<file path="src/hw/csr_pkg.sv">
package csr_pkg;

  localparam int CSR_ADDR_W = 14;
  localparam int XLEN       = 32;
  localparam int CNT_W      = 64;
  localparam int NUM_CSR    = 16;

  typedef logic [CSR_ADDR_W-1:0]      csr_addr_t;
  typedef logic [XLEN-1:0]            csr_data_t;
  typedef logic [$clog2(NUM_CSR)-1:0] csr_idx_t;  // Slot inside the bank

  // Basic and exception registers
  localparam csr_addr_t CSR_CRMD   = 14'h000;
  localparam csr_addr_t CSR_PRMD   = 14'h001;
  localparam csr_addr_t CSR_EUEN   = 14'h002;
  localparam csr_addr_t CSR_ECTL   = 14'h004;
  localparam csr_addr_t CSR_ESTAT  = 14'h005;
  localparam csr_addr_t CSR_ERA    = 14'h006;
  localparam csr_addr_t CSR_BADV   = 14'h007;
  localparam csr_addr_t CSR_EENTRY = 14'h00c;

  // Scratch
  localparam csr_addr_t CSR_SAVE0  = 14'h030;
  localparam csr_addr_t CSR_SAVE1  = 14'h031;
  localparam csr_addr_t CSR_SAVE2  = 14'h032;
  localparam csr_addr_t CSR_SAVE3  = 14'h033;

  // Timer group
  localparam csr_addr_t CSR_TID    = 14'h040;
  localparam csr_addr_t CSR_TCFG   = 14'h041;
  localparam csr_addr_t CSR_TVAL   = 14'h042;
  localparam csr_addr_t CSR_TICLR  = 14'h044;

  // Counter-read opcode from decode
  typedef logic [1:0] rdcnt_t;

  localparam rdcnt_t RDCNT_NONE  = 2'd0;  // Plain CSR read
  localparam rdcnt_t RDCNT_ID    = 2'd1;
  localparam rdcnt_t RDCNT_VLOW  = 2'd2;
  localparam rdcnt_t RDCNT_VHIGH = 2'd3;

endpackage

</file>
<file path="src/hw/csr_reg_bank.sv">
module csr_reg_bank (
  input  logic               clk,
  input  logic               rst_n,
  input  logic               stall_i,
  input  logic               we_i,
  input  logic               commit_i,
  input  logic               valid_i,
  input  csr_pkg::csr_addr_t w_addr_i,
  input  csr_pkg::csr_data_t w_mask_i,
  input  csr_pkg::csr_data_t w_data_i,
  input  csr_pkg::csr_addr_t r_addr_i,
  output csr_pkg::csr_data_t rd_data_o,
  output csr_pkg::csr_data_t tid_o
);

  // Architectural address held in each bank slot
  function automatic csr_pkg::csr_addr_t slot_addr(input csr_pkg::csr_idx_t idx);
    csr_pkg::csr_addr_t a;
    case (idx)
      4'd0:  a = csr_pkg::CSR_CRMD;
      4'd1:  a = csr_pkg::CSR_PRMD;
      4'd2:  a = csr_pkg::CSR_EUEN;
      4'd3:  a = csr_pkg::CSR_ECTL;
      4'd4:  a = csr_pkg::CSR_ESTAT;
      4'd5:  a = csr_pkg::CSR_ERA;
      4'd6:  a = csr_pkg::CSR_BADV;
      4'd7:  a = csr_pkg::CSR_EENTRY;
      4'd8:  a = csr_pkg::CSR_SAVE0;
      4'd9:  a = csr_pkg::CSR_SAVE1;
      4'd10: a = csr_pkg::CSR_SAVE2;
      4'd11: a = csr_pkg::CSR_SAVE3;
      4'd12: a = csr_pkg::CSR_TID;
      4'd13: a = csr_pkg::CSR_TCFG;
      4'd14: a = csr_pkg::CSR_TVAL;
      4'd15: a = csr_pkg::CSR_TICLR;
    endcase
    return a;
  endfunction

  csr_pkg::csr_data_t          csr_q [csr_pkg::NUM_CSR];
  logic [csr_pkg::NUM_CSR-1:0] wr_en;
  logic                        wr_commit;

  // Only a committing, valid, unstalled instruction writes
  assign wr_commit = we_i && commit_i && valid_i && !stall_i;

  // Each slot decodes its own full 14-bit address
  always_comb begin
    for (int i = 0; i < csr_pkg::NUM_CSR; i++) begin
      wr_en[i] = wr_commit && (w_addr_i == slot_addr(csr_pkg::csr_idx_t'(i)));
    end
  end

  always_ff @(posedge clk) begin
    if (!rst_n) begin
      for (int i = 0; i < csr_pkg::NUM_CSR; i++) begin
        csr_q[i] <= '0;
      end
    end else begin
      for (int i = 0; i < csr_pkg::NUM_CSR; i++) begin
        if (wr_en[i]) begin
          // Set mask bit takes new data, clear bit keeps old
          csr_q[i] <= (csr_q[i] & ~w_mask_i) | (w_data_i & w_mask_i);
        end
      end
    end
  end

  always_comb begin
    rd_data_o = '0;  // Unmapped reads as zero
    tid_o     = '0;
    for (int i = 0; i < csr_pkg::NUM_CSR; i++) begin
      if (r_addr_i == slot_addr(csr_pkg::csr_idx_t'(i))) begin
        rd_data_o = csr_q[i];
      end
      if (slot_addr(csr_pkg::csr_idx_t'(i)) == csr_pkg::CSR_TID) begin
        tid_o = csr_q[i];  // Live TID for RDCNTID
      end
    end
  end

  // Two slots never answer the same write address
  a_one_write: assert property (@(posedge clk) disable iff (!rst_n)
    $onehot0(wr_en))
    else $error("csr_reg_bank: more than one CSR write enable");

endmodule

</file>
<file path="src/hw/stable_counter.sv">
module stable_counter (
  input  logic                      clk,
  input  logic                      rst_n,
  output logic [csr_pkg::CNT_W-1:0] cnt_o
);

  logic [csr_pkg::CNT_W-1:0] cnt_q;

  // Free running, wraps at 2^64
  always_ff @(posedge clk) begin
    if (!rst_n) begin
      cnt_q <= '0;
    end else begin
      cnt_q <= cnt_q + csr_pkg::CNT_W'(1);
    end
  end

  assign cnt_o = cnt_q;

  // Step of exactly one per cycle once out of reset
  a_cnt_step: assert property (@(posedge clk) disable iff (!rst_n)
    $past(rst_n) |-> cnt_o == $past(cnt_o) + csr_pkg::CNT_W'(1))
    else $error("stable_counter: counter skipped or stalled");

endmodule

</file>
<file path="src/hw/csr_read_select.sv">
module csr_read_select (
  input  logic                      clk,
  input  logic                      rst_n,
  input  logic                      stall_i,
  input  csr_pkg::rdcnt_t           rdcnt_i,
  input  csr_pkg::csr_data_t        bank_rd_data_i,
  input  csr_pkg::csr_data_t        tid_i,
  input  logic [csr_pkg::CNT_W-1:0] cnt_i,
  output csr_pkg::csr_data_t        r_data_o
);

  csr_pkg::csr_data_t sel_data;
  csr_pkg::csr_data_t cnt_low;
  csr_pkg::csr_data_t cnt_high;
  csr_pkg::csr_data_t r_data_q;

  assign cnt_low  = cnt_i[csr_pkg::XLEN-1:0];
  assign cnt_high = cnt_i[csr_pkg::CNT_W-1 -: csr_pkg::XLEN];

  // Counter reads win over the CSR address
  always_comb begin
    case (rdcnt_i)
      csr_pkg::RDCNT_ID: begin
        sel_data = tid_i;
      end
      csr_pkg::RDCNT_VLOW: begin
        sel_data = cnt_low;
      end
      csr_pkg::RDCNT_VHIGH: begin
        sel_data = cnt_high;
      end
      default: begin
        sel_data = bank_rd_data_i;  // RDCNT_NONE
      end
    endcase
  end

  always_ff @(posedge clk) begin
    if (!rst_n) begin
      r_data_q <= '0;
    end else if (!stall_i) begin
      r_data_q <= sel_data;
    end
  end

  assign r_data_o = r_data_q;

  // Stall freezes the read result seen by the pipeline
  a_hold_on_stall: assert property (@(posedge clk) disable iff (!rst_n)
    stall_i |=> $stable(r_data_o))
    else $error("csr_read_select: read data moved under stall");

endmodule

</file>
<file path="src/hw/csr_unit.sv">
module csr_unit (
  input  logic               clk,
  input  logic               rst_n,
  input  logic               stall_i,
  input  logic               we_i,
  input  logic               commit_i,
  input  logic               valid_i,
  input  csr_pkg::csr_addr_t w_addr_i,
  input  csr_pkg::csr_addr_t r_addr_i,
  input  csr_pkg::csr_data_t w_mask_i,
  input  csr_pkg::csr_data_t w_data_i,
  input  csr_pkg::rdcnt_t    rdcnt_i,
  output csr_pkg::csr_data_t r_data_o
);

  csr_pkg::csr_data_t        bank_rd_data;
  csr_pkg::csr_data_t        tid;
  logic [csr_pkg::CNT_W-1:0] cnt_value;

  csr_reg_bank i_reg_bank (
    .clk       (clk),
    .rst_n     (rst_n),
    .stall_i   (stall_i),
    .we_i      (we_i),
    .commit_i  (commit_i),
    .valid_i   (valid_i),
    .w_addr_i  (w_addr_i),
    .w_mask_i  (w_mask_i),
    .w_data_i  (w_data_i),
    .r_addr_i  (r_addr_i),
    .rd_data_o (bank_rd_data),
    .tid_o     (tid)
  );

  // Stable counter for RDCNTVL and RDCNTVH
  stable_counter i_stable_counter (
    .clk   (clk),
    .rst_n (rst_n),
    .cnt_o (cnt_value)
  );

  csr_read_select i_read_select (
    .clk            (clk),
    .rst_n          (rst_n),
    .stall_i        (stall_i),
    .rdcnt_i        (rdcnt_i),
    .bank_rd_data_i (bank_rd_data),
    .tid_i          (tid),
    .cnt_i          (cnt_value),
    .r_data_o       (r_data_o)
  );

endmodule

</file>
<file path="config.mk">
export PLATFORM = sky130hd
export DESIGN_NAME = csr_unit
export DESIGN_NICKNAME = d
export VERILOG_FILES = /design/src/hw/csr_pkg.sv /design/src/hw/csr_reg_bank.sv /design/src/hw/stable_counter.sv /design/src/hw/csr_read_select.sv /design/src/hw/csr_unit.sv
export SDC_FILE = /design/constraint.sdc
export NUM_CORES = 1
export LEC_CHECK = 0
export BUFFER_PORTS_ARGS = -buffer_cell sky130_fd_sc_hd__buf_2
export CAP_MARGIN = 10
export CORE_ASPECT_RATIO = 0.8
export CORE_MARGIN = 8
export CORE_UTILIZATION = 55
export DETAILED_ROUTE_END_ITERATION = 16
export PLACE_DENSITY_LB_ADDON = 0.25
export SLEW_MARGIN = 20
export SYNTH_ARGS = -nofsm -noshare
export SYNTH_HDL_FRONTEND = slang
export SYNTH_HIERARCHICAL = 1
export SYNTH_SLANG_ARGS = --single-unit
</file>
<file path="constraint.sdc">
create_clock -name clk -period 15.95 [get_ports clk]
set_clock_uncertainty 0.1 [all_clocks]
set_input_delay 1.595 -clock clk [delete_from_list [all_inputs] [get_ports clk]]
set_output_delay 1.595 -clock clk [all_outputs]
set_load 0.01 [all_outputs]
</file>
# Word-level counts from Yosys, hierarchy flattened

Memories as Yosys holds them, arrays and structs flattened.
Index checks and enable logic that the tools add are counted.
W data, S select, Z words.

Bitwise operators: 50
Equal/unequal tests: 33
Reductions and logical operators: 22
Multiplexer cells: 82
Add/sub/neg operators: 1

Operator list:

| cell                    | count |
|---|---|
| $mux W32                | 32 |
| $and A32 B32 Y32        | 17 |
| $or A32 B32 Y32         | 16 |
| $eq A14 B3 Y1 const B   | 8 |
| $eq A14 B6 Y1 const B   | 8 |
| $eq A14 B7 Y1 const B   | 8 |
| $pmux W32 S3            | 1 |
| $add A64 B1 Y64 const B | 1 |
| $mux W1                 | 49 |
| $not A32 Y32            | 1 |
| $eq A14 B1 Y1 const B   | 2 |
| $eq A14 B2 Y1 const B   | 2 |
| $eq A14 B4 Y1 const B   | 2 |
| $logic_not A14 Y1       | 2 |
| $logic_and A1 B1 Y1     | 19 |
| $or A1 B1 Y1            | 16 |
| $eq A2 B2 Y1 const B    | 2 |
| $eq A2 B1 Y1 const B    | 1 |
| $logic_not A1 Y1        | 1 |

Memories: 1
RAM bits: 512
Word-level logic and storage cells: 191
Register bits: 96
Output and inout port bits: 32

Memories:

| memory           | words | bits a word | rd ports | clocked after Yosys merged registers in | wr ports | RTL line           | text |
|---|---|---|---|---|---|---|---|
| i_reg_bank.csr_q | 16    | 32          | 16       | 0                                       | 16       | csr_reg_bank.sv:40 | `csr_pkg::csr_data_t csr_q [csr_pkg::NUM_CSR];` |

# Longest topological paths before layout

Depth in word-level cells: 18
Mapped depth: 13
Depth with buffers taken out: 9

# By module

Netlist, hierarchy kept.

By module, submodules not included:

| module          | instances | area an instance (um2) | seq. area each (um2) | cells an instance |
|---|---|---|---|---|
| csr_reg_bank    | 1         | 27,166.1               | 15,374.7             | 2,582 |
| stable_counter  | 1         | 2,894.0                | 1,281.2              | 341 |
| csr_read_select | 1         | 2,000.7                | 640.6                | 189 |

# Least setup slack after synthesis

OpenSTA, ideal clock, no wires.

Kind: input port to flip-flop
Start point: input w_addr_i[11]
End point: memory i_reg_bank/csr_q[1][224] in the netlist's numbering (enable)
Path buffers: 1
Data arrival time: 5.670 ns
Cell stages on the path: 5
Setup slack: 9.669 ns
Cells stage by stage: nor2_1 nand3_1 or3_1 clkbuf_1 o41ai_1

RTL lines:

| what            | RTL line           | text |
|---|---|---|
| start, declared | csr_unit.sv:8      | `input csr_pkg::csr_addr_t w_addr_i,` |
| end, declared   | csr_reg_bank.sv:40 |  |

# Worst setup path in the final report

Start point: input r_addr_i[1]
End point: register i_read_select.r_data_q[21], in the netlist i_read_select/r_data_o[21]

Word-level cells in the longest chain between the ends: 18
Elaborated cells between the ends (all ways): 33
Classes of those cells: eq/ne (15); mux (17); reduce/logical (1)

RTL lines:

| what                    | RTL line              | text |
|---|---|---|
| start, declared         | csr_unit.sv:9         | `input csr_pkg::csr_addr_t r_addr_i,` |
| $logic_not A14 Y1       | csr_reg_bank.sv:73    | `if (r_addr_i == slot_addr(csr_pkg::csr_idx_t'(i))) begin` |
| $mux W32 (15 in series) | csr_reg_bank.sv:73    |  |
| $mux W32 *              | csr_reg_bank.sv:73    |  |
| via bank_rd_data[21]    | csr_unit.sv:16        | `csr_pkg::csr_data_t bank_rd_data;` |
| $pmux W32 S3 *          | csr_read_select.sv:22 | `case (rdcnt_i)` |
| end signal, assigned    | csr_read_select.sv:42 | `r_data_q <= sel_data;` |
| end, declared           | csr_read_select.sv:15 | `csr_pkg::csr_data_t r_data_q;` |

Mark *: on every way through the listed nets, which the timed path passes. The rest lies on a longest branch.
A chain may end at the register's enable or synchronous reset.

==> metrics.csv <==
metric,value,unit
outcome,"finished, final reports clean",
cts.clk_slew.worst_paths,0.06,ns
initial_core_util,55.4,%
cp_max_fo,46,
slew_violations,0,
max_stage_delay,1.09,ns
finalPower,3620,uW
viasPerCell,6.98,
synth_edf_count,512,
grt_max_degree,72,
synth_cells,3112,
fin_nets,3193,
antenna_found_initial,6,
ant_nets,0,
finalWirelength,116,mm
worstPathCellList,buf_4 > nor2b_1 > nand2_1 > nor3_2 > a2111oi_1 > a221oi_1 > a221o_1 > o2bb2ai_1 > a21oi_1,
cp_num_buf_inv,1,
power_density,103,nW/um2
dieWidth,286,um
reg2reg_depth,5,
ctsLongestPathBuffers,3,
cts_sinks,608,
numPortBuffers,131,
ys.flop_type,edfxtp_1,
min-delay-start,i_stable_counter/cnt_o[36]$_SDFF_PN0_,
globalplace.congestion,0.987,
drtIter0Drc,4313,
yosysSeqAreaShare,53.9,%
drt_pass1_iterations,6,
synth.top_cell.area_share,48.0,%
hold_viol,0,
cp_slowest_cell,nor3_2,
die_h,232,um
area_growth,9.44,%
min_path_cells,2,
grtUsageTotal,33.4,%
crit_type,primary input to flip-flop,
cp-end-kind,flip-flop,
reg2reg_to,i_stable_counter/cnt_o[54]$_SDFF_PN0_,
r2r_start,i_stable_counter/cnt_o[11]$_SDFF_PN0_,
final_cell_mix,"640 x a21oi_1, 518 x nand2b_1, 512 x edfxtp_1, 149 x nand2_1, 147 x nor2_1",
insertion_delay,0.65,ns
async_flop_share,0,%
ys_seq_elements,608,
grt_pass1_vias,26000,
grt_overflow_total,0,
numCtsBuffers,60,
cts_setup_buffers,0,
fin_crit_sh,31.5,%
hold_path.class,flip-flop to flip-flop,
yosys-top-cells-area,"edfxtp_1 48%, nand2b_1 10%, a21oi_1 10%",
cts_tree,done,
dp_hpwl,77.0,mm
synth_nets,3213,
cts_root_buf,clkbuf_16,
rows,79,
period_minus_slack,5.02,ns
ys_types,85,
pin_count,132,
holdPathEnd,i_stable_counter/cnt_o[36]$_SDFF_PN0_,
cts_max_level,2,
setup_viol,0,
timing.fmax,199,MHz
holdBufCountCts,0,
nFillCells,4788,
core-area,57900,um2
vias,27300,
power.leakage,0.0116,uW
post_cts_resized,0,
yosys.area.top_type,edfxtp_1,
timing.slew.headroom,14.7,%
setup_tns,0,ns
rsz0062_at_grt,false,
drive_gt1_share,12.0,%
ys_warn_count,6,
grt_pass1_wl,169,mm
wl_per_cell,29.5,um
crit_path_start_kind,primary input,
syn_area_per_cell,10.3,um2
max-vdd-ir-drop,0.0000906,V
critical_path_required,16.43,ns
syn_area,32100,um2
layout_commonest_cell,a21oi_1,
r2r_slack,12.52,ns
drc,0,
cp_top_family,simple AND/OR/NAND/NOR gates,
max-cap-violations,0,
critPathArrivalTime,5.50,ns
die_area,66300,um2
tightest_slew,1.27,ns
==> metal layers <==
layer	part of all wire (%)	GRT usage, %	up-vias	wire [um]
met5	0.0086	0.441	-	10
met4	4.6	13.4	2	5290
met3	15	8.71	360	16900
met2	43	49.5	2197	49400
met1	38	46.7	13300	44100
li1	-	-	11500	-
==> synth_stat cells, types with 20 or more instances <==
cell and n:
a22oi_1 27, a221oi_1 32, nor2_1 152, clkbuf_1 184, nand3_1 44, or3_1 33
nand2b_1 518, xor2_1 30, o221ai_1 38, buf_2 36, o21ai_0 117, a21oi_1 640
mux2i_1 62, o2bb2ai_1 33, dfxtp_1 96, nand4_1 35, edfxtp_1 512, o22ai_1 41
nand2_1 149, buf_4 36, o221ai_2 20
==> registers in the layout, indices dropped and copies added, names as in the netlist <==
register and count:
i_stable_counter/cnt_o 64, i_read_select/r_data_o 32, i_reg_bank/csr_q 512
==> power by group <==
| part | internal (uW) | switching, uW |
|---|---|---|
| combinational | 92.5 | 211 |
| sequential | 1790 | 50.1 |
| clock | 836 | 632 |
==> worst max path at each step <==
| stage | startpoint | endpoint | slack (ns) | cells after the start |
|---|---|---|---|---|
| 3_5_place_dp | r_addr_i[0] | i_read_select/r_data_o[21]$_SDFFE_PN0N_ | 10.60 | 11 |
| 2_1_floorplan | w_addr_i[11] | i_reg_bank/csr_q[1][224]$_SDFFCE_PN0P_ | 9.67 | 5 |
| 3_3_place_gp | r_addr_i[1] | i_read_select/r_data_o[31]$_SDFFE_PN0N_ | 10.68 | 11 |
| 4_1_cts | r_addr_i[0] | i_read_select/r_data_o[21]$_SDFFE_PN0N_ | 11.20 | 11 |
| 6_report | r_addr_i[1] | i_read_select/r_data_o[21]$_SDFFE_PN0N_ | 10.93 | 9 |
| 5_1_grt | r_addr_i[1] | i_read_select/r_data_o[21]$_SDFFE_PN0N_ | 10.87 | 9 |
==> cell type report <==
cell class                 count  area (um2)  area share (%)
sequential                   608       17300            49.3
multi-input combinational   2223       13700            39.0
clock buffer                  70        1580            4.51
timing repair buffer         185        1070            3.05
tap                          769         962            2.74
clock inverter                44         422            1.20
inverter                      14        57.6           0.164
antenna                        4        10.0          0.0285
==> tightest hold or removal path, cell delays in order (launching register included) <==
cell,delay (ns)
dfxtp_1,0.33
o21ai_0,0.07
a21oi_1,0.06
==> cell families (layout without fill, tap and decap cells) <==
logic type / after synthesis / count (layout) / synth area share (%)
compound gates: 1065 / 1065 / 20.0
simple gates: 1038 / 1038 / 18.2
flops: 608 / 608 / 53.9
buf+inv: 281 / 313 / 4.05
mux: 80 / 80 / 2.67
xor+xnor: 39 / 39 / 1.07
fa+ha+maj: 1 / 1 / 0.0390
other cells: 0 / 4 / 0
==> per-stage QoR <==
step | hold WS (ns) | instance area [um2] | cells | util (%) | worst slack, ns
floorplan | 0.341 | 32100 | 3112 | - | 9.67
global placement | 0.355 | 33100 | 3799 | 57.1 | 10.68
detailed placement | 0.390 | 33100 | 3799 | 57.1 | 10.60
CTS | 0.401 | 35100 | 3913 | 60.5 | 11.20
global route | 0.428 | 35100 | 3914 | 60.6 | 10.87
finish | 0.403 | 35100 | 3917 | 60.6 | 10.93
Note: power is estimated with default switching activity, not from simulation.
